## config.mk

```make
export PLATFORM = sky130hd
export DESIGN_NAME = dcache
export DESIGN_NICKNAME = d
export VERILOG_FILES = /design/src/source/bus_pkg.sv /design/src/source/cache_pkg.sv /design/src/source/dcache_tag_store.sv /design/src/source/dcache_data_store.sv /design/src/source/dcache_ctrl.sv /design/src/source/dcache.sv
export VERILOG_INCLUDE_DIRS = /design/src /design/src/source
export SDC_FILE = /design/constraint.sdc
export NUM_CORES = 2
export LEC_CHECK = 0
export ABC_AREA = 0
export BUFFER_PORTS_ARGS = -buffer_cell sky130_fd_sc_hd__buf_2
export CAP_MARGIN = 40
export CORE_UTILIZATION = 52
export CTS_CLUSTER_DIAMETER = 100
export DETAILED_ROUTE_END_ITERATION = 7
export PLACE_DENSITY = 0.68
export SYNTH_ARGS = -nofsm -noshare
export SYNTH_HDL_FRONTEND = slang
export SYNTH_HIERARCHICAL = 1
export SYNTH_SLANG_ARGS = --single-unit
export TNS_END_PERCENT = 30
```

## constraint.sdc

```tcl
create_clock -name clk -period 11.95 [get_ports clk]
set_input_delay 0.5975 -clock clk [delete_from_list [all_inputs] [get_ports clk]]
set_output_delay 0.5975 -clock clk [all_outputs]
set_load 0.02 [all_outputs]
```

## src/source/dcache_defs.svh

```systemverilog
`ifndef DCACHE_DEFS_SVH
`define DCACHE_DEFS_SVH

// ===========================================================================
// Cache geometry
// ===========================================================================

// Byte offset bits within a line.
// Sixteen bytes per line, so four words.
`define DCACHE_OFFSET_BITS 4

// Set index bits.
`define DCACHE_INDEX_BITS 2 // Four sets.

// Associativity.
// The victim hash in the tag store assumes a 2-bit way number.
`define DCACHE_WAYS 4

`endif

```

## src/source/bus_pkg.sv

```systemverilog
package bus_pkg;

    // ===========================================================================
    // Core data bus and memory burst bus
    // ===========================================================================

    // Byte address, shared by both buses.
    typedef logic [31:0] addr_t;

    // One data word.
    typedef logic [31:0] word_t;

    // Byte enables on the data bus.
    // All zero marks a read.
    typedef logic [3:0] strobe_t;

endpackage

```

## src/source/cache_pkg.sv

```systemverilog
`include "dcache_defs.svh"

package cache_pkg;

    // ===========================================================================
    // Address fields
    // ===========================================================================

    typedef logic [31-`DCACHE_OFFSET_BITS-`DCACHE_INDEX_BITS:0] tag_t;
    typedef logic [`DCACHE_INDEX_BITS-1:0] index_t;
    typedef logic [$clog2(`DCACHE_WAYS)-1:0] way_t;
    typedef logic [`DCACHE_OFFSET_BITS-3:0] word_sel_t; // Word within a line.

    // ===========================================================================
    // Controller
    // ===========================================================================

    typedef enum logic [2:0] {
        idle,      // Waiting for a request.
        lookup,    // Tag compare.
        writeback, // Dirty victim burst out.
        refill,    // Line burst in.
        update,    // Apply the pending write after a refill.
        respond    // One cycle of data_ok.
    } cache_state_t;

endpackage

```

## src/source/dcache_tag_store.sv

```systemverilog
`timescale 1ns/1ns
`include "dcache_defs.svh"

module dcache_tag_store (
    input  logic              clk,
    input  logic              resetn,
    input  cache_pkg::index_t index,
    input  cache_pkg::tag_t   tag,
    output logic              hit,
    output cache_pkg::way_t   hit_way,
    output cache_pkg::way_t   victim_way,
    output cache_pkg::tag_t   victim_tag,
    output logic              victim_dirty,
    input  logic              meta_we,
    input  cache_pkg::way_t   meta_way,
    input  cache_pkg::tag_t   meta_tag,
    input  logic              meta_valid,
    input  logic              meta_dirty
);
    import cache_pkg::*;

    localparam int SETS = 1 << `DCACHE_INDEX_BITS;
    localparam int WAYS = `DCACHE_WAYS;

    tag_t tags  [SETS][WAYS];
    logic valid [SETS][WAYS];
    logic dirty [SETS][WAYS];

    logic any_invalid;
    way_t free_way;
    way_t hash_way;

    // Parallel compare of all ways.
    always_comb begin
        hit     = 1'b0;
        hit_way = '0;
        for (int w = 0; w < WAYS; w++) begin
            if (valid[index][w] && tags[index][w] == tag) begin
                hit     = 1'b1;
                hit_way = way_t'(w);
            end
        end
    end

    // Lowest invalid way, scanned downwards so the last match wins.
    always_comb begin
        any_invalid = 1'b0;
        free_way    = '0;
        for (int w = WAYS - 1; w >= 0; w--) begin
            if (!valid[index][w]) begin
                any_invalid = 1'b1;
                free_way    = way_t'(w);
            end
        end
    end

    // Set full: fold the tag down to a way number.
    always_comb begin
        hash_way = '0;
        for (int i = 0; i < $bits(tag_t) / $bits(way_t); i++) begin
            hash_way = hash_way ^ tag[i*$bits(way_t) +: $bits(way_t)];
        end
    end

    assign victim_way   = any_invalid ? free_way : hash_way;
    assign victim_tag   = tags[index][victim_way];
    assign victim_dirty = valid[index][victim_way] && dirty[index][victim_way];

    always_ff @(posedge clk) begin
        if (resetn) begin
            for (int s = 0; s < SETS; s++) begin
                for (int w = 0; w < WAYS; w++) begin
                    valid[s][w] <= 1'b0;
                    dirty[s][w] <= 1'b0;
                end
            end
        end else if (meta_we) begin
            valid[index][meta_way] <= meta_valid;
            dirty[index][meta_way] <= meta_dirty;
        end
    end

    always_ff @(posedge clk) begin
        if (meta_we) begin
            tags[index][meta_way] <= meta_tag;
        end
    end

endmodule

```

## src/source/dcache_data_store.sv

```systemverilog
`timescale 1ns/1ns
`include "dcache_defs.svh"

module dcache_data_store (
    input  logic                 clk,
    input  cache_pkg::index_t    rd_index,
    input  cache_pkg::way_t      rd_way,
    input  cache_pkg::word_sel_t rd_sel,
    output bus_pkg::word_t       rd_word,
    input  logic                 wr_en,
    input  cache_pkg::index_t    wr_index,
    input  cache_pkg::way_t      wr_way,
    input  cache_pkg::word_sel_t wr_sel,
    input  bus_pkg::strobe_t     wr_mask,
    input  bus_pkg::word_t       wr_word
);
    import bus_pkg::*;

    localparam int SETS  = 1 << `DCACHE_INDEX_BITS;
    localparam int WAYS  = `DCACHE_WAYS;
    localparam int WORDS = 1 << (`DCACHE_OFFSET_BITS - 2);

    word_t mem [SETS][WAYS][WORDS];

    // Asynchronous read.
    // Serves hit data and the writeback burst.
    assign rd_word = mem[rd_index][rd_way][rd_sel];

    // Byte merge under the mask.
    always_ff @(posedge clk) begin
        if (wr_en) begin
            for (int b = 0; b < $bits(strobe_t); b++) begin
                if (wr_mask[b]) begin
                    mem[wr_index][wr_way][wr_sel][8*b +: 8] <= wr_word[8*b +: 8];
                end
            end
        end
    end

endmodule

```

## src/source/dcache_ctrl.sv

```systemverilog
`timescale 1ns/1ns
`include "dcache_defs.svh"

module dcache_ctrl (
    input  logic                 clk,
    input  logic                 resetn,
    // Core data bus.
    input  logic                 dreq_valid,
    input  bus_pkg::addr_t       dreq_addr,
    input  bus_pkg::strobe_t     dreq_strobe,
    input  bus_pkg::word_t       dreq_data,
    output logic                 dresp_addr_ok,
    output logic                 dresp_data_ok,
    output bus_pkg::word_t       dresp_data,
    // Memory burst bus.
    output logic                 creq_valid,
    output logic                 creq_is_write,
    output bus_pkg::addr_t       creq_addr,
    output bus_pkg::word_t       creq_data,
    input  logic                 cresp_ready,
    input  logic                 cresp_last,
    input  bus_pkg::word_t       cresp_data,
    // Tag store.
    output cache_pkg::index_t    lookup_index,
    output cache_pkg::tag_t      lookup_tag,
    input  logic                 hit,
    input  cache_pkg::way_t      hit_way,
    input  cache_pkg::way_t      victim_way,
    input  cache_pkg::tag_t      victim_tag,
    input  logic                 victim_dirty,
    output logic                 meta_we,
    output cache_pkg::way_t      meta_way,
    output cache_pkg::tag_t      meta_tag,
    output logic                 meta_valid,
    output logic                 meta_dirty,
    // Data store.
    output cache_pkg::index_t    rd_index,
    output cache_pkg::way_t      rd_way,
    output cache_pkg::word_sel_t rd_sel,
    input  bus_pkg::word_t       rd_word,
    output logic                 wr_en,
    output cache_pkg::index_t    wr_index,
    output cache_pkg::way_t      wr_way,
    output cache_pkg::word_sel_t wr_sel,
    output bus_pkg::strobe_t     wr_mask,
    output bus_pkg::word_t       wr_word
);
    import bus_pkg::*;
    import cache_pkg::*;

    localparam int OB = `DCACHE_OFFSET_BITS;
    localparam int IB = `DCACHE_INDEX_BITS;

    cache_state_t state;

    tag_t      req_tag;
    index_t    req_index;
    word_sel_t req_sel;
    strobe_t   req_strobe;
    word_t     req_data;
    way_t      req_way;   // Hit way or victim, fixed after lookup.
    tag_t      wb_tag;
    word_sel_t cnt;       // Burst word counter.

    logic is_write;
    way_t lookup_way;

    assign is_write   = |req_strobe;
    assign lookup_way = hit ? hit_way : victim_way;

    // ===========================================================================
    // Request and miss registers
    // ===========================================================================

    always_ff @(posedge clk) begin
        if (state == idle && dreq_valid) begin
            req_tag    <= dreq_addr[31:OB+IB];
            req_index  <= dreq_addr[OB+IB-1:OB];
            req_sel    <= dreq_addr[OB-1:2];
            req_strobe <= dreq_strobe;
            req_data   <= dreq_data;
        end
        if (state == lookup) begin
            req_way <= lookup_way;
            wb_tag  <= victim_tag;
        end
    end

    // ===========================================================================
    // State machine
    // ===========================================================================

    always_ff @(posedge clk) begin
        if (resetn) begin
            state <= idle;
            cnt   <= '0;
        end else begin
            case (state)
                idle: begin
                    if (dreq_valid) begin
                        state <= lookup;
                    end
                end
                lookup: begin
                    cnt <= '0;
                    if (hit) begin
                        state <= respond;
                    end else if (victim_dirty) begin
                        state <= writeback;
                    end else begin
                        state <= refill;
                    end
                end
                writeback: begin
                    if (cresp_ready) begin
                        cnt <= cnt + 1'b1;
                        if (cresp_last) begin
                            cnt   <= '0;
                            state <= refill;
                        end
                    end
                end
                refill: begin
                    if (cresp_ready) begin
                        cnt <= cnt + 1'b1;
                        if (cresp_last) begin
                            cnt   <= '0;
                            state <= update;
                        end
                    end
                end
                update:  state <= respond;
                respond: state <= idle;
                default: state <= idle;
            endcase
        end
    end

    // Bus outputs.
    assign dresp_addr_ok = state == idle;
    assign dresp_data_ok = state == respond;
    assign dresp_data    = rd_word;

    assign creq_valid    = state == writeback || state == refill;
    assign creq_is_write = state == writeback;
    assign creq_addr     = {creq_is_write ? wb_tag : req_tag, req_index, {OB{1'b0}}};
    assign creq_data     = rd_word; // Victim word at cnt.

    assign lookup_index = req_index;
    assign lookup_tag   = req_tag;

    // A miss drops the victim in lookup, update installs the new line.
    assign meta_we    = (state == lookup && (!hit || is_write)) || state == update;
    assign meta_way   = (state == lookup) ? lookup_way : req_way;
    assign meta_tag   = req_tag;
    assign meta_valid = state != lookup || hit;
    assign meta_dirty = (state == lookup) ? hit : is_write;

    assign rd_index = req_index;
    assign rd_way   = req_way;
    assign rd_sel   = (state == writeback) ? cnt : req_sel;

    assign wr_en    = (state == lookup && hit && is_write)
                    || (state == refill && cresp_ready)
                    || (state == update && is_write);
    assign wr_index = req_index;
    assign wr_way   = (state == lookup) ? hit_way : req_way;
    assign wr_sel   = (state == refill) ? cnt : req_sel;
    assign wr_mask  = (state == refill) ? '1 : req_strobe;
    assign wr_word  = (state == refill) ? cresp_data : req_data;

endmodule

```

## src/source/dcache.sv

```systemverilog
`timescale 1ns/1ns

module dcache (
    input  logic             clk,
    input  logic             resetn,
    input  logic             dreq_valid,
    input  bus_pkg::addr_t   dreq_addr,
    input  bus_pkg::strobe_t dreq_strobe,
    input  bus_pkg::word_t   dreq_data,
    output logic             dresp_addr_ok,
    output logic             dresp_data_ok,
    output bus_pkg::word_t   dresp_data,
    output logic             creq_valid,
    output logic             creq_is_write,
    output bus_pkg::addr_t   creq_addr,
    output bus_pkg::word_t   creq_data,
    input  logic             cresp_ready,
    input  logic             cresp_last,
    input  bus_pkg::word_t   cresp_data
);
    import bus_pkg::*;
    import cache_pkg::*;

    // Lookup.
    index_t lookup_index;
    tag_t   lookup_tag;
    logic   hit;
    way_t   hit_way;
    way_t   victim_way;
    tag_t   victim_tag;
    logic   victim_dirty;

    // Meta write.
    logic   meta_we;
    way_t   meta_way;
    tag_t   meta_tag;
    logic   meta_valid;
    logic   meta_dirty;

    // Data store ports.
    index_t    rd_index;
    way_t      rd_way;
    word_sel_t rd_sel;
    word_t     rd_word;
    logic      wr_en;
    index_t    wr_index;
    way_t      wr_way;
    word_sel_t wr_sel;
    strobe_t   wr_mask;
    word_t     wr_word;

    dcache_tag_store tags0 (
        .clk          (clk),
        .resetn       (resetn),
        .index        (lookup_index),
        .tag          (lookup_tag),
        .hit          (hit),
        .hit_way      (hit_way),
        .victim_way   (victim_way),
        .victim_tag   (victim_tag),
        .victim_dirty (victim_dirty),
        .meta_we      (meta_we),
        .meta_way     (meta_way),
        .meta_tag     (meta_tag),
        .meta_valid   (meta_valid),
        .meta_dirty   (meta_dirty)
    );

    dcache_data_store data0 (
        .clk      (clk),
        .rd_index (rd_index),
        .rd_way   (rd_way),
        .rd_sel   (rd_sel),
        .rd_word  (rd_word),
        .wr_en    (wr_en),
        .wr_index (wr_index),
        .wr_way   (wr_way),
        .wr_sel   (wr_sel),
        .wr_mask  (wr_mask),
        .wr_word  (wr_word)
    );

    dcache_ctrl ctrl0 (
        .clk           (clk),
        .resetn        (resetn),
        .dreq_valid    (dreq_valid),
        .dreq_addr     (dreq_addr),
        .dreq_strobe   (dreq_strobe),
        .dreq_data     (dreq_data),
        .dresp_addr_ok (dresp_addr_ok),
        .dresp_data_ok (dresp_data_ok),
        .dresp_data    (dresp_data),
        .creq_valid    (creq_valid),
        .creq_is_write (creq_is_write),
        .creq_addr     (creq_addr),
        .creq_data     (creq_data),
        .cresp_ready   (cresp_ready),
        .cresp_last    (cresp_last),
        .cresp_data    (cresp_data),
        .lookup_index  (lookup_index),
        .lookup_tag    (lookup_tag),
        .hit           (hit),
        .hit_way       (hit_way),
        .victim_way    (victim_way),
        .victim_tag    (victim_tag),
        .victim_dirty  (victim_dirty),
        .meta_we       (meta_we),
        .meta_way      (meta_way),
        .meta_tag      (meta_tag),
        .meta_valid    (meta_valid),
        .meta_dirty    (meta_dirty),
        .rd_index      (rd_index),
        .rd_way        (rd_way),
        .rd_sel        (rd_sel),
        .rd_word       (rd_word),
        .wr_en         (wr_en),
        .wr_index      (wr_index),
        .wr_way        (wr_way),
        .wr_sel        (wr_sel),
        .wr_mask       (wr_mask),
        .wr_word       (wr_word)
    );

endmodule

```

Word-level counts from Yosys, hierarchy flattened
Memory sizes are Yosys's and may differ from the RTL's. A register that Yosys moved wholly into a read port is not among the register bits. Cells that the tools add are included.

Add/sub/neg operators: 1. Reduce and logical (&&, ||, !) cells: 29. Eq/ne operators: 16. Order comparisons: 9. Bitwise gates (word level): 1554. Muxes and demuxes: 1635.

Operators by type and width (count): two-way mux 512 bit (4); two-way mux 1 bit (1564); OR 1 bit (1536); demux 128 bit (select 2 bit) (4); two-way mux 128 bit (6); binary-select mux 128 bit (select 2 bit) (1); demux 32 bit (select 2 bit) (4); two-way mux 32 bit (4); == test 26 bit (4); two-way mux 104 bit (1); two-way mux 26 bit (4); binary-select mux 32 bit (select 2 bit) (1); binary-select mux 26 bit (select 2 bit) (1); demux 26 bit (select 2 bit) (1); two-way mux 2 bit (20); two-way mux 24 bit (1); two-way mux 4 bit (6); XOR 2 bit (12); >= comparator 3 bit, second input constant (6); two-way mux 3 bit (6); NOT 2 -> 3 bit (6); two-way mux 16 bit (1); one-hot mux 3 bit (5 select lines) (1); logical AND 1 bit (14); 20 further kinds (36).

Output and inout bits: 100. Register bits after elaboration: 99. Input port bits: 105. Bits in writable memories: 2496. Memories: 4. Logic and storage cells: 3257.

Memory list: data0.mem (depth 4, width 512, read ports 1, clocked after Yosys merged registers in 1, write ports 1, RTL line dcache_data_store.sv:23) `word_t mem [SETS][WAYS][WORDS];`; tags0.tags (depth 4, width 104, read ports 1, clocked after Yosys merged registers in 1, write ports 1, RTL line dcache_tag_store.sv:25) `tag_t tags [SETS][WAYS];`; tags0.dirty (depth 4, width 4, read ports 1, clocked after Yosys merged registers in 1, write ports 4, RTL line dcache_tag_store.sv:27) `logic dirty [SETS][WAYS];`; tags0.valid (depth 4, width 4, read ports 1, clocked after Yosys merged registers in 1, write ports 4, RTL line dcache_tag_store.sv:26) `logic valid [SETS][WAYS];`.

Longest topological paths before layout
Word-level depth: 23. Gate-level depth with buffers: 19. Mapped depth without buffers: 12.

Modules after synthesis
Netlist, hierarchy kept.

Modules (own cells, without submodules): dcache_data_store (area each 79560.1 sq um, sequential area each 61499.0 sq um, cells an instance 3741, times used 1); dcache_tag_store (area each 18983.2 sq um, sequential area each 13452.9 sq um, cells an instance 970, times used 1); dcache_ctrl (area each 4820.9 sq um, sequential area each 2902.8 sq um, cells an instance 335, times used 1).

Worst setup path before layout
Ideal clock, no wire load.

Kind: register -> register. Start: register ctrl0.req_index[0], in the netlist ctrl0/lookup_index[0]. End: memory tags0/dirty[1][1] in the netlist's numbering (enable). Path buffers: 5. Cell stages (with the launch flop): 18. Arrival: 5067 ps. Library setup time: 297 ps. Clock period less this slack: 5364 ps. Required time: 11653 ps. Path slack: 6586 ps. Cell sequence: edfxtp_1 -> buf_4 -> buf_2 -> buf_4 -> buf_2 -> mux4_2 -> xnor2_1 -> nand4_1 -> nor4_1 -> nand4_1 -> nand4_1 -> clkbuf_1 -> mux2i_1 -> o21ai_0 -> nor2b_1 -> nand2_1 -> nor2_1 -> or2_2.

RTL lines: start: declaration (RTL line dcache_ctrl.sv:57) `index_t req_index;`; start signal: assignment (RTL line dcache_ctrl.sv:78) `req_index <= dreq_addr[OB+IB-1:OB];`; end: declaration (RTL line dcache_tag_store.sv:27).

==> flow_metrics.tcl <==
set metrics [dict create \
    status "finished clean" \
    die_h_um 448 \
    p_seq_frac 0.470 \
    multi_input_area_sq_mm 0.0231 \
    io_buffers 198 \
    critPathRequiredTime_ns 11.35 \
    fillers 14200 \
    p_leak_nw 37.0 \
    antenna_found_initial 10 \
    fin_crit_sh 0.622 \
    critPathMaxFanout 105 \
    cts-root-buf "clkbuf_16" \
    wl_mm 263 \
    overflow 0 \
    via_count 52000 \
    startpoint_type "flip-flop" \
    final.min_clock_period_ns 7.43 \
    worst_pin_slew_ns 1.02 \
    cp_cell_sequence "buf_12, buf_12, buf_4, buf_4, mux4_2, mux2_2, o22ai_1, nor3_1, buf_4, buf_2" \
    finalSetupTns_ns 0 \
    yosys_warnings 6 \
    hold_viol_final 0 \
    hp-class "in -> reg" \
    start_util 0.524 \
    switching_share 0.274 \
    final_nets 5493 \
    cts_buffer_depth 4 \
    crit_arrival_ns 6.84 \
    reg2reg_slack_ns 4.84 \
    hold_path_end "ctrl0/state[1]$_SDFFE_PP0P_" \
    yosysSeqAreaShare 0.753 \
    worstSkewPairLatency_ns 0.93 \
    ys_seq_elements 2595 \
    fp.coreArea_sq_mm 0.197 \
    p_switching_mw 6.13 \
    place_congestion 0.844 \
    r2r-start "ctrl0/lookup_index[0]$_DFFE_PP_" \
    crit_path_top_delay_cell "buf_4" \
    endpoint_kind "output port" \
    cts_tree "built" \
    syn-instance-count 5046 \
    final_antenna_net_count 0 \
    row_count 163 \
    grt_pass1_vias 51400 \
    vdd_ir_drop_max_v 0.000156 \
    max_freq_mhz 135 \
    grt_pass1_wl_mm 373 \
    crit_type "reg -> out" \
    track_usage 0.263 \
    seq_area_sq_mm 0.0779 \
    mostFrequentLayoutCell "edfxtp_1" \
    dr.first_iter.drc_count 6370 \
    place_hpwl_mm 161 \
    cts_setup_buffers 0 \
    htree_levels 5 \
    internal_power_mw 16.3 \
    die-area_sq_mm 0.201 \
    comb_power_share 0.176 \
    synth_flop_cell "edfxtp_1" \
    synth.area.top_cells "edfxtp_1 75%, mux4_2 12%, mux2i_1 2.5%" \
    powerDensity_mw_per_mm2 193 \
    synth_cell_types 64 \
    drc 0 \
    cpPeakStageDelay_ns 0.78 \
    drive_above_1_share 0.267 \
    slew_headroom 0.313 \
    fin_skew_ns 0.0591 \
    syn_to_final_growth_pct 12.3 \
    finalPower_mw 22.4 \
    dieWidth_um 448 \
    yosys.area.top_type "edfxtp_1" \
    synth_top_area_share 0.752 \
    wl_per_cell_um 32.0 \
    rr_worst_depth 13 \
    postSynthAreaPerCell_sq_um 20.5 \
    viasPerCell 6.33 \
    async_flop_share 0 \
    dr.pass1.iters 6 \
    cts_sinks 2595 \
    syn_area_sq_mm 0.103 \
    crit_top_cell "buf_4" \
    holdCritStartpoint "cresp_last" \
    io_pins 205 \
    clkTransAtPathRegs_ns 0.06 \
    synth_edf_count 2588 \
    clkPwrFrac 0.354 \
    maxCapViolations 0 \
    grt_max_degree 106 \
    grt_setup_unrepaired "false" \
    setup_viol 0 \
    cts_made_buffers 274 \
    slew_violations 0 \
    r2r-end "data0/mem[2][25]$_DFFE_PP_" \
    layout_common_cells "2,588 x edfxtp_1, 559 x mux4_2, 325 x nor2_1, 283 x clkbuf_16, 253 x mux2i_1" \
    timing.hold.worst_path_depth 4 \
]
-- kinds of logic after synthesis --
group / after synthesis / synth area share
and+or+nand+nor: 682 / 0.0299
xor gates and xnor gates: 122 / 0.0111
DFF: 2595 / 0.753
other: 1 / 0.0000363
muxes: 915 / 0.158
buffers and inverters: 402 / 0.0260
AOI/OAI and AO/OA: 329 / 0.0222
-- worst max-delay path by stage --
stage / from / to / slack, ns / depth (start not counted)
after floorplan: ctrl0/lookup_index[0]$_DFFE_PP_ / tags0/dirty[1][1]$_SDFFCE_PN0P_ / 6.59 / 17
after global placement: ctrl0/lookup_index[0]$_DFFE_PP_ / tags0/dirty[3][0]$_SDFFCE_PN0P_ / 4.96 / 12
after detailed placement: ctrl0/lookup_index[0]$_DFFE_PP_ / data0/mem[3][187]$_DFFE_PP_ / 4.98 / 13
after CTS: ctrl0/lookup_index[0]$_DFFE_PP_ / dresp_data[16] / 4.35 / 10
after global routing: ctrl0/lookup_index[0]$_DFFE_PP_ / creq_data[2] / 4.14 / 10
final: ctrl0/lookup_index[0]$_DFFE_PP_ / dresp_data[6] / 4.52 / 10
-- flip-flops by register name (all words and copies together) (netlist names) --
| register | cells |
|---|---|
| ctrl0/req_sel | 2 |
| tags0/dirty | 16 |
| ctrl0/wb_tag | 26 |
| ctrl0/lookup_index | 2 |
| ctrl0/state | 3 |
| ctrl0/lookup_tag | 26 |
| tags0/valid | 16 |
| ctrl0/rd_way | 2 |
| ctrl0/cnt | 2 |
| tags0/tags | 416 |
| data0/mem | 2048 |
| ctrl0/req_data | 32 |
| ctrl0/req_strobe | 4 |
-- final cells by class --
type	count	area share
timing repair buffer	458	0.0308
clock inverter	117	0.00744
sequential	2595	0.671
antenna	8	0.000173
tap	2640	0.0285
multi-input combinational	2052	0.199
clock buffer	340	0.0629
inverter	7	0.000226
-- cells in the mapped netlist, types with 34 or more instances --
library cell,instances
mux2i_1,253
buf_4,159
clkbuf_1,82
buf_6,43
a22oi_1,42
o22ai_1,119
mux2_2,103
nor2_1,347
buf_2,70
nand2_1,144
edfxtp_1,2588
xor2_1,34
mux4_2,559
xnor2_1,82
-- per-layer routing --
layer / GRT usage / vias to the layer above / part of all wire
li1: - / 21300 / -
met1: 0.365 / 27600 / 0.39
met2: 0.413 / 2749 / 0.48
met3: 0.0592 / 445 / 0.098
met4: 0.0945 / 4 / 0.035
met5: 0 / - / 0.000084
-- critical path: cells and delay by family (launching register included) --
| kind | cells | cell delay, ns |
|---|---|---|
| flops | 1 | 0.73 |
| mux | 2 | 0.86 |
| compound gates | 1 | 0.56 |
| simple gates | 1 | 0.24 |
| buf+inv | 6 | 3.18 |
-- power groups by stage --
stage          logic [mW]  registers, mW  clock network, mW
6_report             3.95           10.5               7.92
5_1_grt              4.07           10.5               8.35
4_1_cts              3.93           10.5               8.01
3_5_place_dp         3.90           10.7                  0
3_3_place_gp         3.79           10.7                  0
2_1_floorplan        2.50           10.6                  0
-- stage by stage --
stage / instance area [sq um] / cells / setup slack (ns) / hold slack, ns / utilization
finish: 116000 / 8217 / 4.52 / 0.0822 / 0.588
detailed placement: 107000 / 7685 / 4.98 / 0.536 / 0.543
global route: 116000 / 8211 / 4.14 / 0.0931 / 0.588
floorplan: 103000 / 5049 / 6.59 / 0.480 / -
CTS: 116000 / 8208 / 4.35 / 0.0238 / 0.588
global placement: 106000 / 7620 / 4.96 / 0.524 / 0.538
-- timing repair --
action | in CTS | in global routing
gates resized for setup | 0 | 0
hold endpoints to repair | 66 | 0
hold buffers | 66 | 0
Power figures use the tool's default switching activity.
